<file path="src/vdp_pkg.sv">
// Shared constants for the video display processor
// Raster timing, screen layout, memory widths, host write targets
// and the pixel pipeline latency

package vdp_pkg;

    // Horizontal timing in pixels
    localparam int h_active = 32;
    localparam int h_frontporch = 4;
    localparam int h_sync = 8;
    localparam int h_backporch = 8;
    localparam int h_size = h_active + h_frontporch + h_sync + h_backporch;
    localparam int h_offscreen = h_size - h_active;    // First active column

    // Vertical timing in lines
    localparam int v_active = 24;
    localparam int v_frontporch = 2;
    localparam int v_sync = 3;
    localparam int v_backporch = 5;
    localparam int v_size = v_active + v_frontporch + v_sync + v_backporch;

    localparam int raster_x_w = 6;
    localparam int raster_y_w = 6;

    // Phase codes shared by both raster state machines
    localparam logic [1:0] phase_fp = 2'd0;
    localparam logic [1:0] phase_sync = 2'd1;
    localparam logic [1:0] phase_bp = 2'd2;
    localparam logic [1:0] phase_active = 2'd3;

    localparam int tile_size = 8;
    localparam int tile_bits = $clog2(tile_size);
    localparam int map_cols = 4;
    localparam int map_rows = 3;

    localparam int map_addr_w = 4;
    localparam int map_data_w = 8;
    localparam int pat_addr_w = 7;
    localparam int pat_data_w = 16;    // 8 pixels, leftmost in the high bits
    localparam int pal_addr_w = 4;
    localparam int rgb_w = 12;

    localparam int wr_addr_w = 7;
    localparam int wr_data_w = 16;
    localparam int target_w = 2;
    localparam logic [target_w-1:0] target_map = 2'd0;
    localparam logic [target_w-1:0] target_pattern = 2'd1;
    localparam logic [target_w-1:0] target_palette = 2'd2;

    localparam int pixel_latency = 4;  // Raster position to palette output

endpackage

</file>
<file path="src/vdp_palette.sv">
// Execute stage of the pixel pipeline
// Host-writable colour table with a registered lookup

`timescale 1ns/1ps

module vdp_palette (
    input  logic                           clk,
    input  logic                           wr_en,
    input  logic [vdp_pkg::target_w-1:0]   wr_target,
    input  logic [vdp_pkg::wr_addr_w-1:0]  wr_addr,
    input  logic [vdp_pkg::wr_data_w-1:0]  wr_data,
    input  logic [vdp_pkg::pal_addr_w-1:0] pixel,
    output logic [vdp_pkg::rgb_w-1:0]      rgb
);
    import vdp_pkg::*;

    logic [rgb_w-1:0] colours [2**pal_addr_w];   // 4 bits each of R, G, B

    always_ff @(posedge clk) begin
        if (wr_en && wr_target == target_palette)
            colours[wr_addr[pal_addr_w-1:0]] <= wr_data[rgb_w-1:0];
    end

    always_ff @(posedge clk) begin
        rgb <= colours[pixel];
    end

endmodule

</file>
<file path="src/vdp_tile_fetch.sv">
// Decode stage of the pixel pipeline
// Raster position to tile-map address, entry to pattern address,
// pattern row to a banked pixel index, three cycles in all

`timescale 1ns/1ps

module vdp_tile_fetch (
    input  logic                           clk,
    input  logic [vdp_pkg::raster_x_w-1:0] raster_x,
    input  logic [vdp_pkg::raster_y_w-1:0] raster_y,
    output logic [vdp_pkg::map_addr_w-1:0] map_raddr,
    input  logic [vdp_pkg::map_data_w-1:0] map_rdata,
    output logic [vdp_pkg::pat_addr_w-1:0] pat_raddr,
    input  logic [vdp_pkg::pat_data_w-1:0] pat_rdata,
    output logic [vdp_pkg::pal_addr_w-1:0] pixel
);
    import vdp_pkg::*;

    logic [raster_x_w-1:0] screen_x;
    logic [raster_x_w-1:0] tile_col;
    logic [raster_y_w-1:0] tile_row;
    logic [tile_bits-1:0]  fine_x_q1;
    logic [tile_bits-1:0]  fine_y_q1;
    logic [tile_bits-1:0]  fine_x_q2;
    logic                  flip_q2;
    logic [1:0]            bank_q2;
    logic [tile_bits-1:0]  sel;

    // Cycle 0, map address from the tile column and row
    assign screen_x = raster_x - raster_x_w'(h_offscreen);
    assign tile_col = screen_x >> tile_bits;
    assign tile_row = raster_y >> tile_bits;
    assign map_raddr = map_addr_w'(tile_row * map_cols + tile_col);

    always_ff @(posedge clk) begin
        fine_x_q1 <= screen_x[tile_bits-1:0];
        fine_y_q1 <= raster_y[tile_bits-1:0];
    end

    // Cycle 1, entry is back: index in bits 3..0, bank 5..4, flip 6
    assign pat_raddr = pat_addr_w'(map_rdata[3:0] * tile_size + fine_y_q1);

    always_ff @(posedge clk) begin
        fine_x_q2 <= fine_x_q1;
        flip_q2 <= map_rdata[6];
        bank_q2 <= map_rdata[5:4];
    end

    // Cycle 2, leftmost pixel sits in the top bits unless flipped
    assign sel = flip_q2 ? fine_x_q2 : ~fine_x_q2;

    always_ff @(posedge clk) begin
        pixel <= {bank_q2, pat_rdata[{sel, 1'b0} +: 2]};
    end

endmodule

</file>
<file path="src/vdp_top.sv">
// Video display processor top level
// Raster timing, video memory, tile fetch, palette and video output

`timescale 1ns/1ps

module vdp_top (
    input  logic                          clk,
    input  logic                          rst,
    input  logic                          wr_en,
    input  logic [vdp_pkg::target_w-1:0]  wr_target,
    input  logic [vdp_pkg::wr_addr_w-1:0] wr_addr,
    input  logic [vdp_pkg::wr_data_w-1:0] wr_data,
    output logic                          hsync,
    output logic                          vsync,
    output logic                          de,
    output logic [vdp_pkg::rgb_w-1:0]     rgb
);
    import vdp_pkg::*;

    logic [raster_x_w-1:0] raster_x;
    logic [raster_y_w-1:0] raster_y;
    logic                  timing_hsync;
    logic                  timing_vsync;
    logic                  active_display;
    logic [map_addr_w-1:0] map_raddr;
    logic [map_data_w-1:0] map_rdata;
    logic [pat_addr_w-1:0] pat_raddr;
    logic [pat_data_w-1:0] pat_rdata;
    logic [pal_addr_w-1:0] pixel;
    logic [rgb_w-1:0]      pal_rgb;

    vdp_vga_timing u_vga_timing (
        .clk            (clk),
        .rst            (rst),
        .raster_x       (raster_x),
        .raster_y       (raster_y),
        .line_ended     (),
        .frame_ended    (),
        .hsync          (timing_hsync),
        .vsync          (timing_vsync),
        .active_display (active_display)
    );

    vdp_vram u_vram (
        .clk       (clk),
        .wr_en     (wr_en),
        .wr_target (wr_target),
        .wr_addr   (wr_addr),
        .wr_data   (wr_data),
        .map_raddr (map_raddr),
        .map_rdata (map_rdata),
        .pat_raddr (pat_raddr),
        .pat_rdata (pat_rdata)
    );

    vdp_tile_fetch u_tile_fetch (
        .clk       (clk),
        .raster_x  (raster_x),
        .raster_y  (raster_y),
        .map_raddr (map_raddr),
        .map_rdata (map_rdata),
        .pat_raddr (pat_raddr),
        .pat_rdata (pat_rdata),
        .pixel     (pixel)
    );

    vdp_palette u_palette (
        .clk       (clk),
        .wr_en     (wr_en),
        .wr_target (wr_target),
        .wr_addr   (wr_addr),
        .wr_data   (wr_data),
        .pixel     (pixel),
        .rgb       (pal_rgb)
    );

    vdp_video_out u_video_out (
        .clk       (clk),
        .rst       (rst),
        .hsync_in  (timing_hsync),
        .vsync_in  (timing_vsync),
        .active_in (active_display),
        .rgb_in    (pal_rgb),
        .hsync     (hsync),
        .vsync     (vsync),
        .de        (de),
        .rgb       (rgb)
    );

endmodule

</file>
<file path="src/vdp_vga_timing.sv">
// VGA raster timing generator
// Horizontal and vertical phase machines, raster counters,
// registered syncs, active display and line/frame pulses

`timescale 1ns/1ps

module vdp_vga_timing (
    input  logic                           clk,
    input  logic                           rst,
    output logic [vdp_pkg::raster_x_w-1:0] raster_x,
    output logic [vdp_pkg::raster_y_w-1:0] raster_y,
    output logic                           line_ended,
    output logic                           frame_ended,
    output logic                           hsync,
    output logic                           vsync,
    output logic                           active_display
);
    import vdp_pkg::*;

    logic [1:0] x_fsm;
    logic [1:0] y_fsm;
    logic [1:0] x_fsm_nx;
    logic [1:0] y_fsm_nx;
    logic [raster_x_w-1:0] x_target;
    logic [raster_y_w-1:0] y_target;
    logic [raster_x_w-1:0] raster_x_nx;
    logic [raster_y_w-1:0] raster_y_nx;
    logic line_ended_nx;
    logic frame_ended_nx;
    logic active_display_nx;

    // Count at which each phase hands over to the next
    always_comb begin
        case (x_fsm)
            phase_fp:     x_target = raster_x_w'(h_frontporch - 1);
            phase_sync:   x_target = raster_x_w'(h_frontporch + h_sync - 1);
            phase_bp:     x_target = raster_x_w'(h_frontporch + h_sync + h_backporch - 1);
            default:      x_target = raster_x_w'(h_size - 1);
        endcase
    end

    // Vertical active comes first in the frame
    always_comb begin
        case (y_fsm)
            phase_fp:     y_target = raster_y_w'(v_active + v_frontporch - 1);
            phase_sync:   y_target = raster_y_w'(v_active + v_frontporch + v_sync - 1);
            phase_bp:     y_target = raster_y_w'(v_size - 1);
            default:      y_target = raster_y_w'(v_active - 1);
        endcase
    end

    assign x_fsm_nx = (raster_x == x_target) ? x_fsm + 2'd1 : x_fsm;
    assign line_ended_nx = x_fsm == phase_active && x_fsm_nx == phase_fp;

    assign y_fsm_nx = (line_ended_nx && raster_y == y_target) ? y_fsm + 2'd1 : y_fsm;
    assign frame_ended_nx = line_ended_nx && y_fsm == phase_bp && y_fsm_nx == phase_active;

    assign active_display_nx = y_fsm == phase_active && x_fsm_nx == phase_active;

    always_comb begin
        raster_x_nx = raster_x + 1'b1;
        raster_y_nx = raster_y;
        if (line_ended_nx) begin
            raster_x_nx = '0;
            raster_y_nx = frame_ended_nx ? '0 : raster_y + 1'b1;
        end
    end

    always_ff @(posedge clk) begin
        if (rst) begin
            x_fsm <= phase_fp;
            y_fsm <= phase_active;
            raster_x <= '0;
            raster_y <= '0;
            hsync <= 1'b1;
            vsync <= 1'b1;
            active_display <= 1'b0;
            line_ended <= 1'b0;
            frame_ended <= 1'b0;
        end else begin
            x_fsm <= x_fsm_nx;
            y_fsm <= y_fsm_nx;
            raster_x <= raster_x_nx;
            raster_y <= raster_y_nx;
            hsync <= x_fsm != phase_sync;   // Active low
            vsync <= y_fsm != phase_sync;
            active_display <= active_display_nx;
            line_ended <= line_ended_nx;
            frame_ended <= frame_ended_nx;
        end
    end

endmodule

</file>
<file path="src/vdp_video_out.sv">
// Result stage of the pixel pipeline
// Sync and active delay line matching the pixel path,
// output register with blanking

`timescale 1ns/1ps

module vdp_video_out (
    input  logic                      clk,
    input  logic                      rst,
    input  logic                      hsync_in,
    input  logic                      vsync_in,
    input  logic                      active_in,
    input  logic [vdp_pkg::rgb_w-1:0] rgb_in,
    output logic                      hsync,
    output logic                      vsync,
    output logic                      de,
    output logic [vdp_pkg::rgb_w-1:0] rgb
);
    import vdp_pkg::*;

    logic [pixel_latency-1:0] hsync_dly;
    logic [pixel_latency-1:0] vsync_dly;
    logic [pixel_latency-1:0] active_dly;

    always_ff @(posedge clk) begin
        if (rst) begin
            hsync_dly <= '1;
            vsync_dly <= '1;
            active_dly <= '0;
            hsync <= 1'b1;
            vsync <= 1'b1;
            de <= 1'b0;
            rgb <= '0;
        end else begin
            hsync_dly <= {hsync_dly[pixel_latency-2:0], hsync_in};
            vsync_dly <= {vsync_dly[pixel_latency-2:0], vsync_in};
            active_dly <= {active_dly[pixel_latency-2:0], active_in};
            hsync <= hsync_dly[pixel_latency-1];
            vsync <= vsync_dly[pixel_latency-1];
            de <= active_dly[pixel_latency-1];
            rgb <= active_dly[pixel_latency-1] ? rgb_in : '0;   // Blank outside active
        end
    end

endmodule

</file>
<file path="src/vdp_vram.sv">
// Video memory
// Tile map and pattern store, shared host write port,
// one registered read port each

`timescale 1ns/1ps

module vdp_vram (
    input  logic                           clk,
    input  logic                           wr_en,
    input  logic [vdp_pkg::target_w-1:0]   wr_target,
    input  logic [vdp_pkg::wr_addr_w-1:0]  wr_addr,
    input  logic [vdp_pkg::wr_data_w-1:0]  wr_data,
    input  logic [vdp_pkg::map_addr_w-1:0] map_raddr,
    output logic [vdp_pkg::map_data_w-1:0] map_rdata,
    input  logic [vdp_pkg::pat_addr_w-1:0] pat_raddr,
    output logic [vdp_pkg::pat_data_w-1:0] pat_rdata
);
    import vdp_pkg::*;

    logic [map_data_w-1:0] map_mem [2**map_addr_w];
    logic [pat_data_w-1:0] pat_mem [2**pat_addr_w];

    always_ff @(posedge clk) begin
        if (wr_en && wr_target == target_map)
            map_mem[wr_addr[map_addr_w-1:0]] <= wr_data[map_data_w-1:0];
        if (wr_en && wr_target == target_pattern)
            pat_mem[wr_addr[pat_addr_w-1:0]] <= wr_data[pat_data_w-1:0];
    end

    // Reads see the old word on a same-cycle write
    always_ff @(posedge clk) begin
        map_rdata <= map_mem[map_raddr];
        pat_rdata <= pat_mem[pat_raddr];
    end

endmodule
</file>
<file path="config.mk">
export PLATFORM = sky130hd
export DESIGN_NAME = vdp_top
export DESIGN_NICKNAME = d
export VERILOG_FILES = /design/src/vdp_pkg.sv /design/src/vdp_palette.sv /design/src/vdp_tile_fetch.sv /design/src/vdp_top.sv /design/src/vdp_vga_timing.sv /design/src/vdp_video_out.sv /design/src/vdp_vram.sv
export SDC_FILE = /design/constraint.sdc
export NUM_CORES = 2
export LEC_CHECK = 0
export ABC_CLOCK_PERIOD_IN_PS = 3500
export BUFFER_PORTS_ARGS = -buffer_cell sky130_fd_sc_hd__buf_2
export CAP_MARGIN = 20
export CORE_UTILIZATION = 45
export DETAILED_ROUTE_END_ITERATION = 10
export PLACE_DENSITY = 0.66
export REMOVE_ABC_BUFFERS = 1
export SYNTH_ARGS = -nofsm -noshare
export SYNTH_HDL_FRONTEND = slang
export SYNTH_HIERARCHICAL = 1
export SYNTH_SLANG_ARGS = --single-unit
</file>
<file path="constraint.sdc">
create_clock -name clk -period 3.5 [get_ports clk]
set_clock_uncertainty 0.2 [all_clocks]
set_input_delay 0.35 -clock clk [delete_from_list [all_inputs] [get_ports clk]]
set_output_delay 0.35 -clock clk [all_outputs]
set_load 0.02 [all_outputs]
</file>
* Yosys cells after proc, flatten, opt, wreduce, memory -nomap -nowiden
Memory sizes are Yosys's and may differ from the RTL's. A register that Yosys moved wholly into a read port is not among the register bits. Cells that the tools add are included.
Storage, ports and cells: bits in registers 62, memories 3, input bits 28, output and inout bits 15, memory bits (writable) 2368, logic and storage cells 73
Memory list:
- u_vram.pat_mem | words 128, width 16, rd ports 1, clocked after Yosys merged registers in 1, write ports 1, line vdp_vram.sv:21 | logic [pat_data_w-1:0] pat_mem [2**pat_addr_w];
- u_palette.colours | words 16, width 12, rd ports 1, clocked after Yosys merged registers in 1, write ports 1, line vdp_palette.sv:17 | logic [rgb_w-1:0] colours [2**pal_addr_w];
- u_vram.map_mem | words 16, width 8, rd ports 1, clocked after Yosys merged registers in 1, write ports 1, line vdp_vram.sv:20 | logic [map_data_w-1:0] map_mem [2**map_addr_w];
Operators by class: mux-type cells 12, reduce and logical (&&, ||, !) cells 14, shift-type cells 1, bitwise operators 2, eq/ne operators 14, add/sub/neg operators 7
Operator list (number):
- case mux 6 bit (3 select lines) | 2
- variable part select 16 x 5 -> 2 bit | 1
- equality test 2 bit (second input constant) | 7
- adder 6 x 1 -> 6 bit (second input constant) | 2
- equality test 6 bit | 2
- logical AND 1 bit | 8
- logical NOT 2 bit | 4
- adder 7 x 3 -> 7 bit | 1
- equality test 2 x 1 -> 1 bit (second input constant) | 3
- 2-to-1 mux 1 bit | 6
- 2-to-1 mux 6 bit | 1
- subtractor 6 x 5 -> 6 bit (second input constant) | 1
- adder 2 x 1 -> 2 bit (second input constant) | 2
- adder 4 x 3 -> 4 bit | 1
- 2-to-1 mux 2 bit | 2
- != test 2 x 1 -> 1 bit (second input constant) | 2
- OR reduction 2 bit | 2
- 2-to-1 mux 3 bit | 1
- inverter 3 bit | 1
- inverter 1 bit | 1

* Depth between registers and ports, before layout
depth after elaboration 11, mapped depth 9, gate-level depth less buffers 8

* Modules after synthesis
Netlist, hierarchy kept.
By module, submodules not included:
- vdp_vram | area an instance 83566.4 um^2, cells each 3296, times used 1, sequential area each 65823.1 um^2
- vdp_palette | area an instance 7612.3 um^2, cells each 331, times used 1, sequential area each 6005.8 um^2
- vdp_vga_timing | area an instance 1103.6 um^2, cells each 124, times used 1, sequential area each 420.4 um^2
- vdp_video_out | area an instance 755.7 um^2, cells each 57, times used 1, sequential area each 540.5 um^2
- vdp_tile_fetch | area an instance 732.0 um^2, cells each 50, times used 1, sequential area each 320.3 um^2

* Worst setup path before layout
No wires, ideal clock.
kind register to register, from register u_tile_fetch.fine_y_q1[0], to register u_vram/pat_rdata[0] in the netlist's numbering, read port of u_vram.pat_mem, cell stages (with the launch flop) 7, period minus slack after synthesis 2.970 ns, required time 3.179 ns, arrival time 2.649 ns, path slack 0.530 ns, path buffers 2, setup time 0.121 ns, path through dfxtp_1 -> buf_2 -> clkbuf_1 -> mux4_2 -> mux4_2 -> mux4_2 -> mux2_2
Between the ends: word-level cells in the longest chain between the ends 1
Ends and longest elaborated chain:
- start, declared | line vdp_tile_fetch.sv:23 | logic [tile_bits-1:0] fine_y_q1;
- start signal, assigned | line vdp_tile_fetch.sv:37 | fine_y_q1 <= raster_y[tile_bits-1:0];
- adder 7 x 3 -> 7 bit | line vdp_tile_fetch.sv:41 | assign pat_raddr = pat_addr_w'(map_rdata[3:0] * tile_size + fine_y_q1);
- end, declared | line vdp_vram.sv:16 | output logic [vdp_pkg::pat_data_w-1:0] pat_rdata
No other way between the ends. A chain may end at the register's enable or synchronous reset.

* Worst setup path in the final report
from register u_tile_fetch.fine_y_q1[0], to register u_vram/pat_rdata[6] in the netlist's numbering, read port of u_vram.pat_mem
Same word-level chain as after synthesis.

==> metrics.yaml <==
status: "completed"
vias: 43549
cts.sinks: 2449
synth.cell_area_sq_um: 93110
htree_num_levels: 4
hold_depth: 3
drcViolationCount: 0
drtAntennaViolNets: 0
cpPeakStageDelay_ns: 0.64
initial_core_util_pct: 45.37
leakage_nw: 32.86
area_growth_pct: 14.89
p_per_area_nw_per_um2: 548.6
hp-class: "primary input to flop"
rsz0062_at_grt: "no"
num_rows: 166
cts.clk_slew.worst_paths_ns: 0.07
place_inst: 6705
root_buffer: "clkbuf_16"
routedWlPerCell_microns: 31.19
portBuffers: 42
slew_viol_final: 0
drv_cap: 0
die_area_sq_um: 208700
synth-warning-count: 6
vias_per_cell: 6.078
die_h_microns: 456.9
clk_path_buf_depth: 3
clock.fmax_ghz: 0.2939
critical_path.n_buffers_inverters: 2
io-pin-count: 43
regArea_sq_um: 72590
synth_area_per_cell_sq_um: 24.29
grt_usage_pct: 21.52
n_fill_cell: 15444
post_cts_resize_count: 0
worstMarginPinSlew_ns: 1.150
worstPathRequired_ns: 4.04
cts_tree: "built"
crit_type: "flop to flop"
final_core_util_pct: 52.13
grt_first_pass_wirelength_mm: 321.0
fin_crit_ns: 3.402
cpMaxStageDelayCell: "mux4_2"
period_share_pct: 97.20
dr.pass1.iters: 5
vdd_drop_max_uv: 512.9
final_nets: 4311
clock_latency_ns: 0.89
stdcell_count: 7165
crit_arrival_ns: 3.94
hold_violations: 0
cts_buffers: 230
grt_start_max_net_pins: 129
gp_congestion: 0.8144
netlist_instances: 3833
cp.depth: 6
die-width_microns: 456.9
cp_max_fo: 40
worst_r2r_path_depth: 6
maxSlewHeadroom_pct: 23.35
first_global_vias: 43542
drive_above_1_share_pct: 34.47
path_cells: "buf_12 -> buf_12 -> mux4_2 -> mux4_2 -> mux4_2 -> mux2_2"
antenna_found_initial: 16
hpwl_mm: 130.5
totalWireLength_mm: 223.5
finalSetupViolCount: 0
end_kind: "flop"
startpoint_type: "flop"
crit_family: "multiplexers"
cpMostUsedCell: "mux4_2"
drtIter0Drc: 5577
coreArea_sq_um: 205200
grt-ovfl-total: 0
multi_input_area_sq_um: 19710
## layout make-up
cell class	count	area share, %
Clock buffer	276	5.560
Multi-Input combinational cell	1170	18.43
Inverter	15	0.05263
Antenna cell	6	0.01404
Timing Repair Buffer	405	3.565
Sequential cell	2449	67.85
Tap cell	2688	3.144
Clock inverter	156	1.381
## path summary, 6_finish.rpt
check | start | to | slack (ns)
worst max-delay path | u_tile_fetch/fine_y_q1[0] | u_vram/pat_rdata[6] | 0.1
worst min-delay path | wr_addr[6] | u_vram/pat_mem[116][2] | 0.06
worst max register to register | u_tile_fetch/fine_y_q1[0] | u_vram/pat_rdata[6] | 0.1
worst min register to register | u_vram/map_rdata[4] | u_tile_fetch/bank_q2[0] | 0.13
## repair_timing
action	CTS	global route
setup endpoints to repair	1	0
endpoints found under the hold margin	1273	0
buffers inserted	1	0
hold buffers	21	0
## where the power goes
group / switching (mW) / total [mW] / internal [mW]
logic: 1.20 / 1.96 / 0.763
clock network: 11.0 / 24.4 / 13.4
registers: 0.131 / 32.4 / 32.2
total: 12.3 / 58.7 / 46.4
## worst reg2reg max path, cell delays in order (launching register included)
cell	delay (ns)
dfxtp_4	0.40
buf_12	0.17
buf_12	0.29
mux4_2	0.65
mux4_2	0.61
mux4_2	0.65
mux2_2	0.32
## sequential cells by signal, summed over array words and instances (netlist names), 2 cells and up
name,flops
u_video_out/active_dly,4
u_vga_timing/x_fsm,2
u_video_out/vsync_dly,4
u_vram/pat_rdata,16
u_vga_timing/raster_y,6
u_video_out/rgb,12
u_tile_fetch/fine_x_q1,3
u_video_out/hsync_dly,4
u_tile_fetch/fine_x_q2,3
u_tile_fetch/pixel,4
u_tile_fetch/fine_y_q1,3
u_vga_timing/y_fsm,2
u_vram/pat_mem,2048
u_tile_fetch/bank_q2,2
u_palette/rgb,12
u_palette/colours,192
u_vga_timing/raster_x,6
u_vram/map_mem,112
u_vram/map_rdata,7
## stage by stage
step / hold slack (ns) / power [mW] / setup WS (ns) / setup TNS, ns / instance area (sq um)
floorplan: 0.1096 / 33.93 / -19.42 / -310.65 / 92190
global placement: 0.1123 / 34.91 / 0.005361 / 0 / 99280
detailed placement: 0.1128 / 34.96 / 0.03895 / 0 / 99310
CTS: 0.006634 / 59.13 / 0.08626 / 0 / 107000
global route: 0.06042 / 60.26 / 0.04846 / 0 / 107000
finish: 0.06340 / 58.69 / 0.09798 / 0 / 107000
## placed cells by master (no fill, tap or decap), types with 6 or more instances in the layout
cell           instances
edfxtp_1            2352
mux4_2               741
buf_4                293
clkbuf_16            230
nor2_1               117
dfxtp_1               89
clkinv_2              63
buf_12                60
clkinv_1              55
nor2_2                50
clkbuf_1              44
nand2_1               41
buf_2                 26
a22oi_1               25
mux4_1                22
dlygate4sd3_1         21
nand3_1               20
bufinv_16             16
mux2_2                16
nor2b_1               15
and3b_1               15
inv_1                 13
clkinv_16             12
nor3_1                12
ha_1                  12
or2_1                 10
nand2b_1               9
xor2_1                 7
diode_2                6
nand4_1                6
mux2i_1                6
## metal layers
metal	vias to the layer above	wire length (microns)	part of all wire, %	GRT usage [%]
met1	23742	91190	41	31.00
met4	8	5347	2.4	5.676
met5	-	53	0.024	0
li1	17364	-	-	-
met2	2113	108400	49	34.26
met3	322	18500	8.3	3.605
(Power assumes the default switching activity.)
